--- config.mk ---
export PLATFORM = sky130hd
export DESIGN_NAME = div_operand_cache
export DESIGN_NICKNAME = d
export VERILOG_FILES = /design/src/source/div_pkg.sv /design/src/source/div_operand_cache.sv
export SDC_FILE = /design/constraint.sdc
export NUM_CORES = 1
export LEC_CHECK = 0
export BUFFER_PORTS_ARGS = -buffer_cell sky130_fd_sc_hd__buf_2
export CORE_MARGIN = 3
export CORE_UTILIZATION = 50
export CTS_CLUSTER_SIZE = 8
export DETAILED_ROUTE_END_ITERATION = 8
export PLACE_DENSITY = 0.84
export REMOVE_ABC_BUFFERS = 1
export SLEW_MARGIN = 40
export SYNTH_ARGS = -nofsm -noshare
export SYNTH_HDL_FRONTEND = slang
export SYNTH_SLANG_ARGS = --single-unit
--- constraint.sdc ---
create_clock -name clk -period 3.85 [get_ports clk]
set_input_delay 0 -clock clk [delete_from_list [all_inputs] [get_ports clk]]
set_output_delay 0 -clock clk [all_outputs]
set_load 0.02 [all_outputs]
--- src/source/div_pkg.sv ---
`default_nettype none

package div_pkg;

    // operand and result width
    localparam int OP_LN = 32;
    // extra fraction bits kept through the iterations, at least 1
    localparam int XP_LN = 4;
    // width of the iteration datapath
    localparam int C_LN = OP_LN + XP_LN;
    // bits of a bit index into an operand
    localparam int OP_LN_LG = 5;
    // five iterations cover 32 bits of quotient
    localparam int NUM_ITER = 5;

    // same order as the low two bits of the M-extension funct3
    typedef enum logic [1:0] {
        DIV,
        DIVU,
        REM,
        REMU
    } div_fn_t;

    // class of an operation, anything but NORMAL completes in one cycle
    typedef enum logic [1:0] {
        NORMAL,
        DIV0,
        OVFL,
        CACHED
    } div_case_t;

    typedef enum logic [1:0] {
        IDLE,
        ITERATE,
        FINISH
    } div_state_t;

endpackage

`default_nettype wire
--- src/source/div_operand_cache.sv ---
`timescale 1ns/1ps
`default_nettype none

module div_operand_cache (
    input  logic                        clk,
    input  logic                        rst_n,
    input  logic [div_pkg::OP_LN-1:0]   op1,
    input  logic [div_pkg::OP_LN-1:0]   op2,
    input  div_pkg::div_fn_t            fn,
    input  logic                        init,
    output div_pkg::div_case_t          case_cur,
    output logic                        skip,
    output div_pkg::div_fn_t            fn_cur,
    output logic [div_pkg::OP_LN-1:0]   op1_abs,
    output logic [div_pkg::OP_LN-1:0]   op2_abs,
    output logic                        op1_neg_saved,
    output logic                        sign_saved,
    output logic                        op1_neg_cur,
    output logic                        sign_cur,
    output logic [div_pkg::OP_LN-1:0]   op1_abs_saved,
    output logic [div_pkg::OP_LN-1:0]   op2_abs_saved
);
    import div_pkg::*;

    logic        is_signed;
    logic        op1_neg;
    logic        op2_neg;
    logic        op2_neg_saved;
    logic        has_signs;
    logic        has_signs_saved;
    div_case_t   case_now;
    div_case_t   case_saved;
    div_fn_t     fn_saved;

    // only DIV and REM look at the sign bits
    assign is_signed = (fn == DIV) || (fn == REM);
    assign op1_neg   = is_signed & op1[OP_LN-1];
    assign op2_neg   = is_signed & op2[OP_LN-1];

    // most negative value maps onto itself, read as unsigned it is right
    assign op1_abs = op1_neg ? -op1 : op1;
    assign op2_abs = op2_neg ? -op2 : op2;

    // repeat check compares sign presence of the same kind on both sides
    assign has_signs       = op1_neg | op2_neg;
    assign has_signs_saved = op1_neg_saved | op2_neg_saved;

    always_comb begin
        if (op2 == '0) begin
            case_now = DIV0;
        end else if (is_signed && (op1 == {1'b1, {(OP_LN-1){1'b0}}}) && (op2 == '1)) begin
            case_now = OVFL;
        end else if ((has_signs == has_signs_saved) && (op1_abs == op1_abs_saved) &&
                     (op2_abs == op2_abs_saved)) begin
            case_now = CACHED;
        end else begin
            case_now = NORMAL;
        end
    end

    // function and class follow every accepted start
    always_ff @(posedge clk or negedge rst_n) begin
        if (!rst_n) begin
            fn_saved   <= DIV;
            case_saved <= NORMAL;
        end else if (init) begin
            fn_saved   <= fn;
            case_saved <= case_now;
        end
    end

    // operands only from iterated divisions, reset state matches 1/1
    always_ff @(posedge clk or negedge rst_n) begin
        if (!rst_n) begin
            op1_neg_saved <= 1'b0;
            op2_neg_saved <= 1'b0;
            op1_abs_saved <= OP_LN'(1);
            op2_abs_saved <= OP_LN'(1);
        end else if (init && (case_now == NORMAL)) begin
            op1_neg_saved <= op1_neg;
            op2_neg_saved <= op2_neg;
            op1_abs_saved <= op1_abs;
            op2_abs_saved <= op2_abs;
        end
    end

    assign sign_saved = op1_neg_saved ^ op2_neg_saved;

    // start cycle sees the inputs, later cycles the stored operation
    assign case_cur    = init ? case_now : case_saved;
    assign fn_cur      = init ? fn : fn_saved;
    assign op1_neg_cur = init ? op1_neg : op1_neg_saved;
    assign sign_cur    = init ? (op1_neg ^ op2_neg) : sign_saved;

    assign skip = (case_cur != NORMAL);

endmodule

`default_nettype wire

== Word-level counts from Yosys, hierarchy flattened ==
Cells that the tools add are included.

* Flip-flop bits (word level): 70
* Output and inout port bits: 137
* Logic and storage cells: 39

* $add $sub $neg: 2
* Equal/unequal tests: 6
* Multiplexer cells: 9
* Bitwise operators: 6
* Reductions and logical operators: 10

{| class="wikitable"
|+ Operators with widths
! kind !! count
|-
| $eq 32x32->1 || 2
|-
| $eq 32x32->1 const B || 2
|-
| $mux 32 || 2
|-
| $neg 32->32 || 2
|-
| $logic_not 32->1 || 1
|-
| $mux 2 || 5
|-
| $logic_and 1x1->1 || 5
|-
| $logic_not 2->1 || 2
|-
| $and 1x1->1 || 2
|-
| $eq 2x2->1 const B || 1
|-
| $mux 1 || 2
|-
| $or 1x1->1 || 2
|-
| $reduce_bool 2->1 || 1
|-
| $xor 1x1->1 || 2
|-
| $eq 1x1->1 || 1
|-
| $logic_or 1x1->1 || 1
|}

== Longest topological paths before layout ==
Gate-level depths: netlist of the first run.

* Word-level depth: 12
* Gate-level depth with buffers: 20
* Gate-level depth less buffers: 12

== Worst setup path after synthesis of the first run ==
No wires, ideal clock.

* Path type: input to register
* Start point: input port fn[0]
* End point: register op2_abs_saved[13] (netlist name)
* Library setup time: 125 ps
* Arrival time: 3445 ps
* Data required time: 3725 ps
* Path slack: 280 ps
* Stages on the path: 20
* Path through: buf_2 -> nor2b_1 -> inv_1 -> buf_4 -> buf_2 -> buf_1 -> clkbuf_1 -> ha_1 -> xor2_1 -> a211oi_1 -> nand4_1 -> or3_1 -> nor4_2 -> and4_1 -> nand4_1 -> and3_1 -> buf_6 -> buf_12 -> buf_8 -> mux2_4

* Longest elaborated chain between the ends: 12

{| class="wikitable"
|+ Ends and longest elaborated chain
! element !! line !! RTL
|-
| from (decl) || div_operand_cache.sv:9 || <nowiki>input div_pkg::div_fn_t fn,</nowiki>
|-
| $eq 2x2->1 or $logic_not 2->1 (tied branches) || div_operand_cache.sv:36 || <nowiki>assign is_signed = (fn == DIV) || (fn == REM);</nowiki>
|-
| $logic_or 1x1->1 (*) || div_operand_cache.sv:36 ||
|-
| $and 1x1->1 (on tied branches) || div_operand_cache.sv:37, div_operand_cache.sv:38 ||
|-
| $mux 32 or $or 1x1->1 (tied branches) || div_operand_cache.sv:41, div_operand_cache.sv:45 ||
|-
| $eq 32x32->1 or $eq 1x1->1 (tied branches) || div_operand_cache.sv:53 || <nowiki>end else if ((has_signs == has_signs_saved) && (op1_abs == op1_abs_saved) &&</nowiki>
|-
| $logic_and 1x1->1 (2 in series) || div_operand_cache.sv:53 ||
|-
| $mux 2 || div_operand_cache.sv:53 ||
|-
| $mux 2 || div_operand_cache.sv:51 || <nowiki>end else if (is_signed && (op1 == {1'b1, {(OP_LN-1){1'b0}}}) && (op2 == '1)) begin</nowiki>
|-
| $mux 2 || div_operand_cache.sv:49 || <nowiki>if (op2 == '0) begin</nowiki>
|-
| $logic_not 2->1 || div_operand_cache.sv:79 || <nowiki>end else if (init && (case_now == NORMAL)) begin</nowiki>
|-
| $logic_and 1x1->1 || div_operand_cache.sv:79 ||
|-
| to (signal assigned) || div_operand_cache.sv:83 || <nowiki>op2_abs_saved <= op2_abs;</nowiki>
|-
| to (decl) || div_operand_cache.sv:21 || <nowiki>output logic [div_pkg::OP_LN-1:0] op2_abs_saved</nowiki>
|}

Mark *: on every way between the ends. The rest lies on a longest branch, timed or not.
A chain may end at the register's enable or synchronous reset.

== Final worst setup path of the first run ==
* Start point: register op1_abs_saved[20] (netlist name)
* End point: output port skip

* Longest elaborated chain between the ends: 8

{| class="wikitable"
|+ Ends and longest elaborated chain
! element !! line !! RTL
|-
| from (decl) || div_operand_cache.sv:20 || <nowiki>output logic [div_pkg::OP_LN-1:0] op1_abs_saved,</nowiki>
|-
| from (signal assigned) || div_operand_cache.sv:82 || <nowiki>op1_abs_saved <= op1_abs;</nowiki>
|-
| $eq 32x32->1 || div_operand_cache.sv:53 ||
|-
| $logic_and 1x1->1 (2 in series) || div_operand_cache.sv:53 ||
|-
| $mux 2 || div_operand_cache.sv:53 ||
|-
| $mux 2 || div_operand_cache.sv:51 ||
|-
| $mux 2 || div_operand_cache.sv:49 ||
|-
| $mux 2 || -- ||
|-
| $reduce_bool 2->1 || div_operand_cache.sv:95 || <nowiki>assign skip = (case_cur != NORMAL);</nowiki>
|-
| to (decl) || div_operand_cache.sv:12 || <nowiki>output logic skip,</nowiki>
|}

Every way passes these cells.

==> results of run 1 <==
## Yosys cell counts, drive strengths merged (13+ instances only)
| master | instances |
|---|---|
| a31oi | 19 |
| nand2 | 37 |
| xnor2 | 48 |
| dfrtp | 68 |
| o21ai | 27 |
| nor4 | 38 |
| nor3 | 22 |
| mux2 | 74 |
| nand4 | 27 |
| nor2 | 47 |
| nor2b | 13 |
| inv | 33 |
| clkbuf | 24 |
| a21oi | 33 |
| xor2 | 57 |
| nand2b | 13 |
| nand3 | 15 |
| buf | 35 |
## metal layers
layer	up-vias	part of all wire (%)	routed length, um	global-route usage [%]
met3	54	11	2959	7.006
met2	459	45	12020	50.38
li1	3322	-	-	-
met4	0	2.7	728	11.67
met1	3544	42	11270	47.96
met5	-	0	0	0
## registers in the layout, indices dropped and copies added (netlist names)
| name | cells |
|---|---|
| case_saved | 2 |
| fn_saved | 2 |
| op2_neg_saved | 1 |
| op1_abs_saved | 32 |
| op1_neg_saved | 1 |
| op2_abs_saved | 32 |
## critical path: stages (launching register included)
cell       delay (ps)
dfrtp_1           510
nor2b_1           110
nor4_1            360
nand4b_1          200
a22o_1            250
or4_1             540
a2111oi_2         350
nand4_1           180
and3_4            250
buf_12            170
a21oi_1           130
buf_2             180
## kinds of logic (layout without fill, tap and decap cells)
group | count (synthesis) | count (layout)
compound gates | 159 | 159
xor+xnor | 108 | 108
fa+ha+maj | 5 | 5
buf+inv | 92 | 278
flops | 70 | 70
mux | 84 | 84
simple gates | 276 | 276
## layout make-up
type / instances / share of cell area (%)
clock inverter: 4 / 0.5534
inverter: 33 / 1.442
multi-input combinational: 632 / 57.42
sequential: 70 / 20.42
clock buffer: 11 / 2.825
timing repair buffer: 230 / 14.72
tap: 180 / 2.621
## where the power goes
part	total, W	leakage, nW	internal, W	switching (W)
Combinational	0.00133	2.79	0.000515	0.000820
Clock	0.000850	0.141	0.000514	0.000336
Sequential	0.000983	0.824	0.000841	0.000142
## final timing paths
| kind | slack [ps] | start | endpoint |
|---|---|---|---|
| setup / recovery | 290 | op1_abs_saved[20]$_DFFE_PN0P_ | skip |
| hold / removal | 20 | op1[0] | op1_abs_saved[0]$_DFFE_PN1P_ |
| setup reg to reg | 500 | op1_abs_saved[20]$_DFFE_PN0P_ | op2_abs_saved[17]$_DFFE_PN0P_ |
| hold reg to reg | 500 | fn_saved[1]$_DFF_PN0_ | fn_saved[1]$_DFF_PN0_ |
| max in group asynchronous | 3170 | rst_n | op1_abs_saved[8]$_DFFE_PN0P_ |
| min in group asynchronous | 230 | rst_n | op2_abs_saved[26]$_DFFE_PN0P_ |
## cells in the final DEF, fill, tap and decap left out, types with 6 or more instances in the layout
| cell type | netlist | layout |
|---|---|---|
| a211oi_1 | 8 | 8 |
| a21oi_1 | 32 | 32 |
| a31oi_1 | 19 | 19 |
| and2_1 | 6 | 6 |
| and3_1 | 9 | 8 |
| and4_1 | 6 | 6 |
| buf_2 | 18 | 204 |
| buf_4 | 6 | 19 |
| clkbuf_16 | 0 | 9 |
| dfrtp_1 | 68 | 68 |
| inv_1 | 32 | 32 |
| mux2_2 | 46 | 46 |
| mux2_4 | 28 | 28 |
| mux2i_1 | 10 | 10 |
| nand2_1 | 37 | 37 |
| nand2b_1 | 13 | 13 |
| nand3_1 | 15 | 15 |
| nand4_1 | 25 | 25 |
| nor2_1 | 47 | 47 |
| nor2b_1 | 13 | 12 |
| nor3_1 | 18 | 18 |
| nor4_1 | 27 | 27 |
| nor4_2 | 8 | 8 |
| o21ai_0 | 27 | 27 |
| o22ai_1 | 8 | 8 |
| or3_1 | 10 | 10 |
| or4_1 | 7 | 7 |
| xnor2_1 | 48 | 48 |
| xor2_1 | 57 | 57 |
## metrics by stage
step                utilization (%)  setup TNS [ps]  power, W  hold slack, ps
floorplan                         -         -136590  0.001759          -295.6
global placement              59.26               0  0.002280           175.4
detailed placement            59.30               0  0.002297           50.65
CTS                           61.60               0  0.003153           11.39
global route                  61.66               0  0.003295           30.14
finish                        61.66               0  0.003168           18.19
## timing repair
action,CTS,global route
hold endpoints to repair,70,0
hold buffers,3,0
gates resized for setup,0,1
endpoints found under the setup margin,0,1
buffers inserted,0,0
==> impl_metrics.tcl, run 1 <==
set metrics [dict create \
    vias_per_cell 6.361 \
    synth_simple_gate_area_share_pct 24.14 \
    drv_cap 0 \
    syn_area_um2 7143 \
    clockBufferDepth 2 \
    grt_pass1_vias 6982 \
    first_iter_violations 906 \
    routed_wirelength_mm 26.98 \
    fp.dieArea_um2 15760 \
    area_growth_pct 20.28 \
    post-route-period-util_pct 92.51 \
    synth_top_family_by_area "simple AND/OR/NAND/NOR gates" \
    start_util_pct 51.26 \
    crit_fanout 24 \
    async_flop_share_pct 100.0 \
    post-route-cell-area_um2 8592 \
    grt_overflow 0 \
    synth_top_area_cell "dfrtp_1" \
    cellLeakagePower_nw 3.751 \
    n_antenna_cell 0 \
    synth_seq_cells 70 \
    dpl.hpwl_mm 21.23 \
    hp-class "in2reg" \
    clock_latency_ps 350 \
    place_area_um2 8263 \
    syn_area_per_cell_um2 8.996 \
    peakVddDrop_v 0.0002837 \
    nets 1050 \
    synth-edff-count 0 \
    ant_nets 0 \
    reg2reg_depth 10 \
    start_kind "register" \
    rsz0062_at_grt "no" \
    grtUsageTotal_pct 33.54 \
    grt_max_degree 71 \
    die_y_um 125.5 \
    status "finished, final reports clean" \
    port_buffers 205 \
    grt_pass1_wl_mm 41.31 \
    maxSlewViolCount 0 \
    drtPass1Iterations 5 \
    grt_antenna_before_repair 0 \
    hold_depth 2 \
    rows 43 \
    slew_headroom_pct 45.07 \
    numCtsBuffers 9 \
    die_w_um 125.5 \
    vias 7379 \
    power_density_nw_per_um2 368.7 \
    synthMuxAreaShare_pct 14.54 \
    clock-sinks 70 \
    synth_top_area_share_pct 23.82 \
    cts_tree "built" \
    crit_type "reg2out" \
    gp_congestion 1.030 \
    cts.clk_slew.worst_paths_ps 60 \
    setup_viol 0 \
    drive_gt1_share_pct 35.82 \
    place_inst 1142 \
    layout_min_cycle_time_ps 3562 \
    setup_slack_ps 288.2 \
    synth.yosys.seq_area_share_pct 24.56 \
    finalHoldViolations 0 \
    multiInputGateArea_um2 4933 \
    post_drt_wl_per_cell_um 23.26 \
    skew_ps 7.740 \
    seqCellArea_um2 1754 \
    synth_adder_area_share_pct 0.8758 \
    dpl_worst_slack_ps 271.5 \
    core_area_um2 13930 \
    synthTopCellsByArea "dfrtp_1, mux2_2, xor2_1" \
    ys_warn_count 0 \
    worstMarginPinSlew_ps 821.9 \
    ys.flop_type "dfrtp_1" \
    ys_types 83 \
    cp.arrival_ps 3560 \
    required_ps 3850 \
    drc 0 \
    cts-root-buf "clkbuf_16" \
    synthXorXnorAreaFrac_pct 13.84 \
    max_freq_mhz 280.8 \
    cp-end-kind "output pin" \
    fillerInstances 1220 \
    io-pin-count 206 \
    stdcell_count 1160 \
    post_synth_inst_count 794 \
    synth-compound-area-share_pct 15.43 \
    h-tree-depth 3 \
]
(Power assumes the default switching activity.)
==> inputs of run 2 (changes only) <==
--- a/config.mk
+++ b/config.mk
@@ -6,6 +6,7 @@
 export NUM_CORES = 1
 export LEC_CHECK = 0
 export BUFFER_PORTS_ARGS = -buffer_cell sky130_fd_sc_hd__buf_2
+export CORE_ASPECT_RATIO = 0.5
 export CORE_MARGIN = 3
 export CORE_UTILIZATION = 50
 export CTS_CLUSTER_SIZE = 8
==> run 2 against run 1 <==
- fmax fell by 6.1%
- die area rose by 0.55%
- worst setup slack got worse by 230 ps
- clock skew rose by 2.8 ps
- sequential power fell by 0.5%
- register-to-register slack got worse by 120 ps
- sequential share of layout area fell by 0.68 points
- via count rose by 4.5%
- utilization rose by 3.0 points
- final area rose by 3.5%
- clock-buffer cell count fell by 1
- non-clock buffer count rose by 24
- critical path type is now in2out
- largest cell class unchanged
==> impl_metrics.tcl, run 2 (synthesized netlist as in run 1, its figures left out) <==
set metrics [dict create \
    use_met3_pct 11.29 \
    maxSlewViolCount 0 \
    skew_ps 10.57 \
    start_kind "input port" \
    busiest_layer "met2" \
    first_iter_violations 939 \
    max_freq_mhz 263.6 \
    post_drt_wl_per_cell_um 26.25 \
    crit_fanout 31 \
    ant_nets 0 \
    layout_common_cells "buf_2, dfrtp_1, xor2_1" \
    start_util_pct 51.99 \
    io-pin-count 206 \
    crit_chain "buf_2 > nor2b_2 > inv_1 > buf_12 > a21oi_2 > xor2_1 > xor2_1 > a311o_1 > a2111oi_0 > buf_4 > and4_1 > nand4_1 > and3_4 > buf_12 > a21oi_1 > buf_2" \
    gp_congestion 1.013 \
    drv_cap 0 \
    cts_tree "built" \
    peakVddDrop_v 0.0001892 \
    grt_overflow 0 \
    worstMarginPinSlew_ps 831.4 \
    r2r-start "op1_abs_saved[17]$_DFFE_PN0P_" \
    cts-root-buf "clkbuf_16" \
    status "finished, final reports clean" \
    required_ps 3850 \
    nets 1074 \
    clock-sinks 70 \
    drive_gt1_share_pct 37.71 \
    dpl.hpwl_mm 25.41 \
    p_clk_share_pct 30.6 \
    slew_headroom_pct 44.43 \
    cellLeakagePower_nw 3.914 \
    core_area_um2 13740 \
    grtUsageTotal_pct 38.72 \
    largestRegisters "op1_abs_saved: 32 flops, op2_abs_saved: 32 flops" \
    crit_type "in2out" \
    critPathLaunch "fn[0]" \
    p_sw_w 0.001400 \
    cp.arrival_ps 3790 \
    cts.clk_slew.worst_paths_ps 60 \
    dpl_worst_slack_ps -76.94 \
    grt_antenna_before_repair 1 \
    grt_pass1_wl_mm 47.12 \
    clockBufferDepth 2 \
    cp-end-kind "output pin" \
    clock_latency_ps 340 \
    holdCritStartpoint "op2[0]" \
    crit_buf_inv 6 \
    h-tree-depth 3 \
    seqPwrFrac_pct 28.1 \
    crit_family "compound AO/OA/AOI/OAI gates" \
    intPower_w 0.002082 \
    vias_per_cell 6.444 \
    drc 0 \
    grt_pass1_vias 7532 \
    post-route-period-util_pct 98.52 \
    swShare_pct 40.21 \
    power.total_w 0.003483 \
    layout_min_cycle_time_ps 3793 \
    final_common_cell "buf_2" \
    hp-class "in2reg" \
    port_buffers 205 \
    cp_slowest_cell "a2111oi_0" \
    setup_viol 0 \
    met2_usage_pct 57.10 \
    setup_slack_ps 56.98 \
    grt_max_degree 37 \
    drtPass1Iterations 6 \
    rows 30 \
    vias 7713 \
    n_antenna_cell 0 \
    use_met1_pct 56.40 \
    finalHoldViolations 0 \
    numCtsBuffers 9 \
    routed_wirelength_mm 31.42 \
    power_density_nw_per_um2 391.8 \
    die_y_um 90.52 \
    area_growth_pct 24.44 \
    rsz0062_at_grt "no" \
    slowest_delay_ps 580 \
    fp.dieArea_um2 15840 \
    die_w_um 175.0 \
    pwr-share-comb_pct 41.3 \
]
run 2: final cells by class:
class                   instances  area (um^2)
fillers                      1172         4850
clock buffers                  10        229.0
multi-input cells             632         4943
repair buffers                254         1464
well taps                     192        240.2
flip-flops and latches         70         1754
clock inverters                 6        133.9
inverters                      33        123.9
run 2: power groups by stage:
stage,Combinational [W],Sequential [W],Clock [W]
detailed placement,0.00140,0.000986,0
global placement,0.00139,0.000981,0
finish,0.00144,0.000978,0.00107
global route,0.00151,0.000991,0.00109
CTS,0.00141,0.000975,0.00107
floorplan,0.000674,0.00108,0
run 2: stage by stage:
| stage | hold slack [ps] | instances | setup TNS [ps] | utilization (%) | cell area [um^2] |
|---|---|---|---|---|---|
| finish | 6.479 | 1197 | 0 | 64.70 | 8889 |
| floorplan | -295.6 | 735 | -136590 | - | 6794 |
| CTS | 0.9258 | 1197 | 0 | 64.54 | 8867 |
| global placement | 118.2 | 1179 | -5457 | 61.75 | 8483 |
| detailed placement | 155.8 | 1179 | -2705 | 61.76 | 8484 |
| global route | 19.69 | 1197 | 0 | 64.70 | 8889 |
run 2: final timing paths:
check | end | cells past startpoint | slack, ps
setup / recovery | skip | 16 | 60
hold / removal | op2_abs_saved[0]$_DFFE_PN1P_ | 2 | 6
setup reg to reg | op2_abs_saved[10]$_DFFE_PN0P_ | 12 | 380
hold reg to reg | fn_saved[1]$_DFF_PN0_ | 1 | 500
max in group asynchronous | op1_abs_saved[0]$_DFFE_PN1P_ | 3 | 2740
min in group asynchronous | op2_abs_saved[26]$_DFFE_PN0P_ | 2 | 180
run 2: repair_timing:
action,in CTS,in global routing
hold buffers,2,0
resized for setup,0,3
endpoints found under the setup margin,0,2
buffers inserted,0,0
endpoints found under the hold margin,35,0
run 2: layer usage:
| metal | share of wire, % | vias to the layer above |
|---|---|---|
| li1 | - | 3373 |
| met1 | 43 | 3783 |
| met2 | 42 | 512 |
| met3 | 12 | 43 |
| met4 | 1.9 | 2 |
| met5 | 0.041 | - |
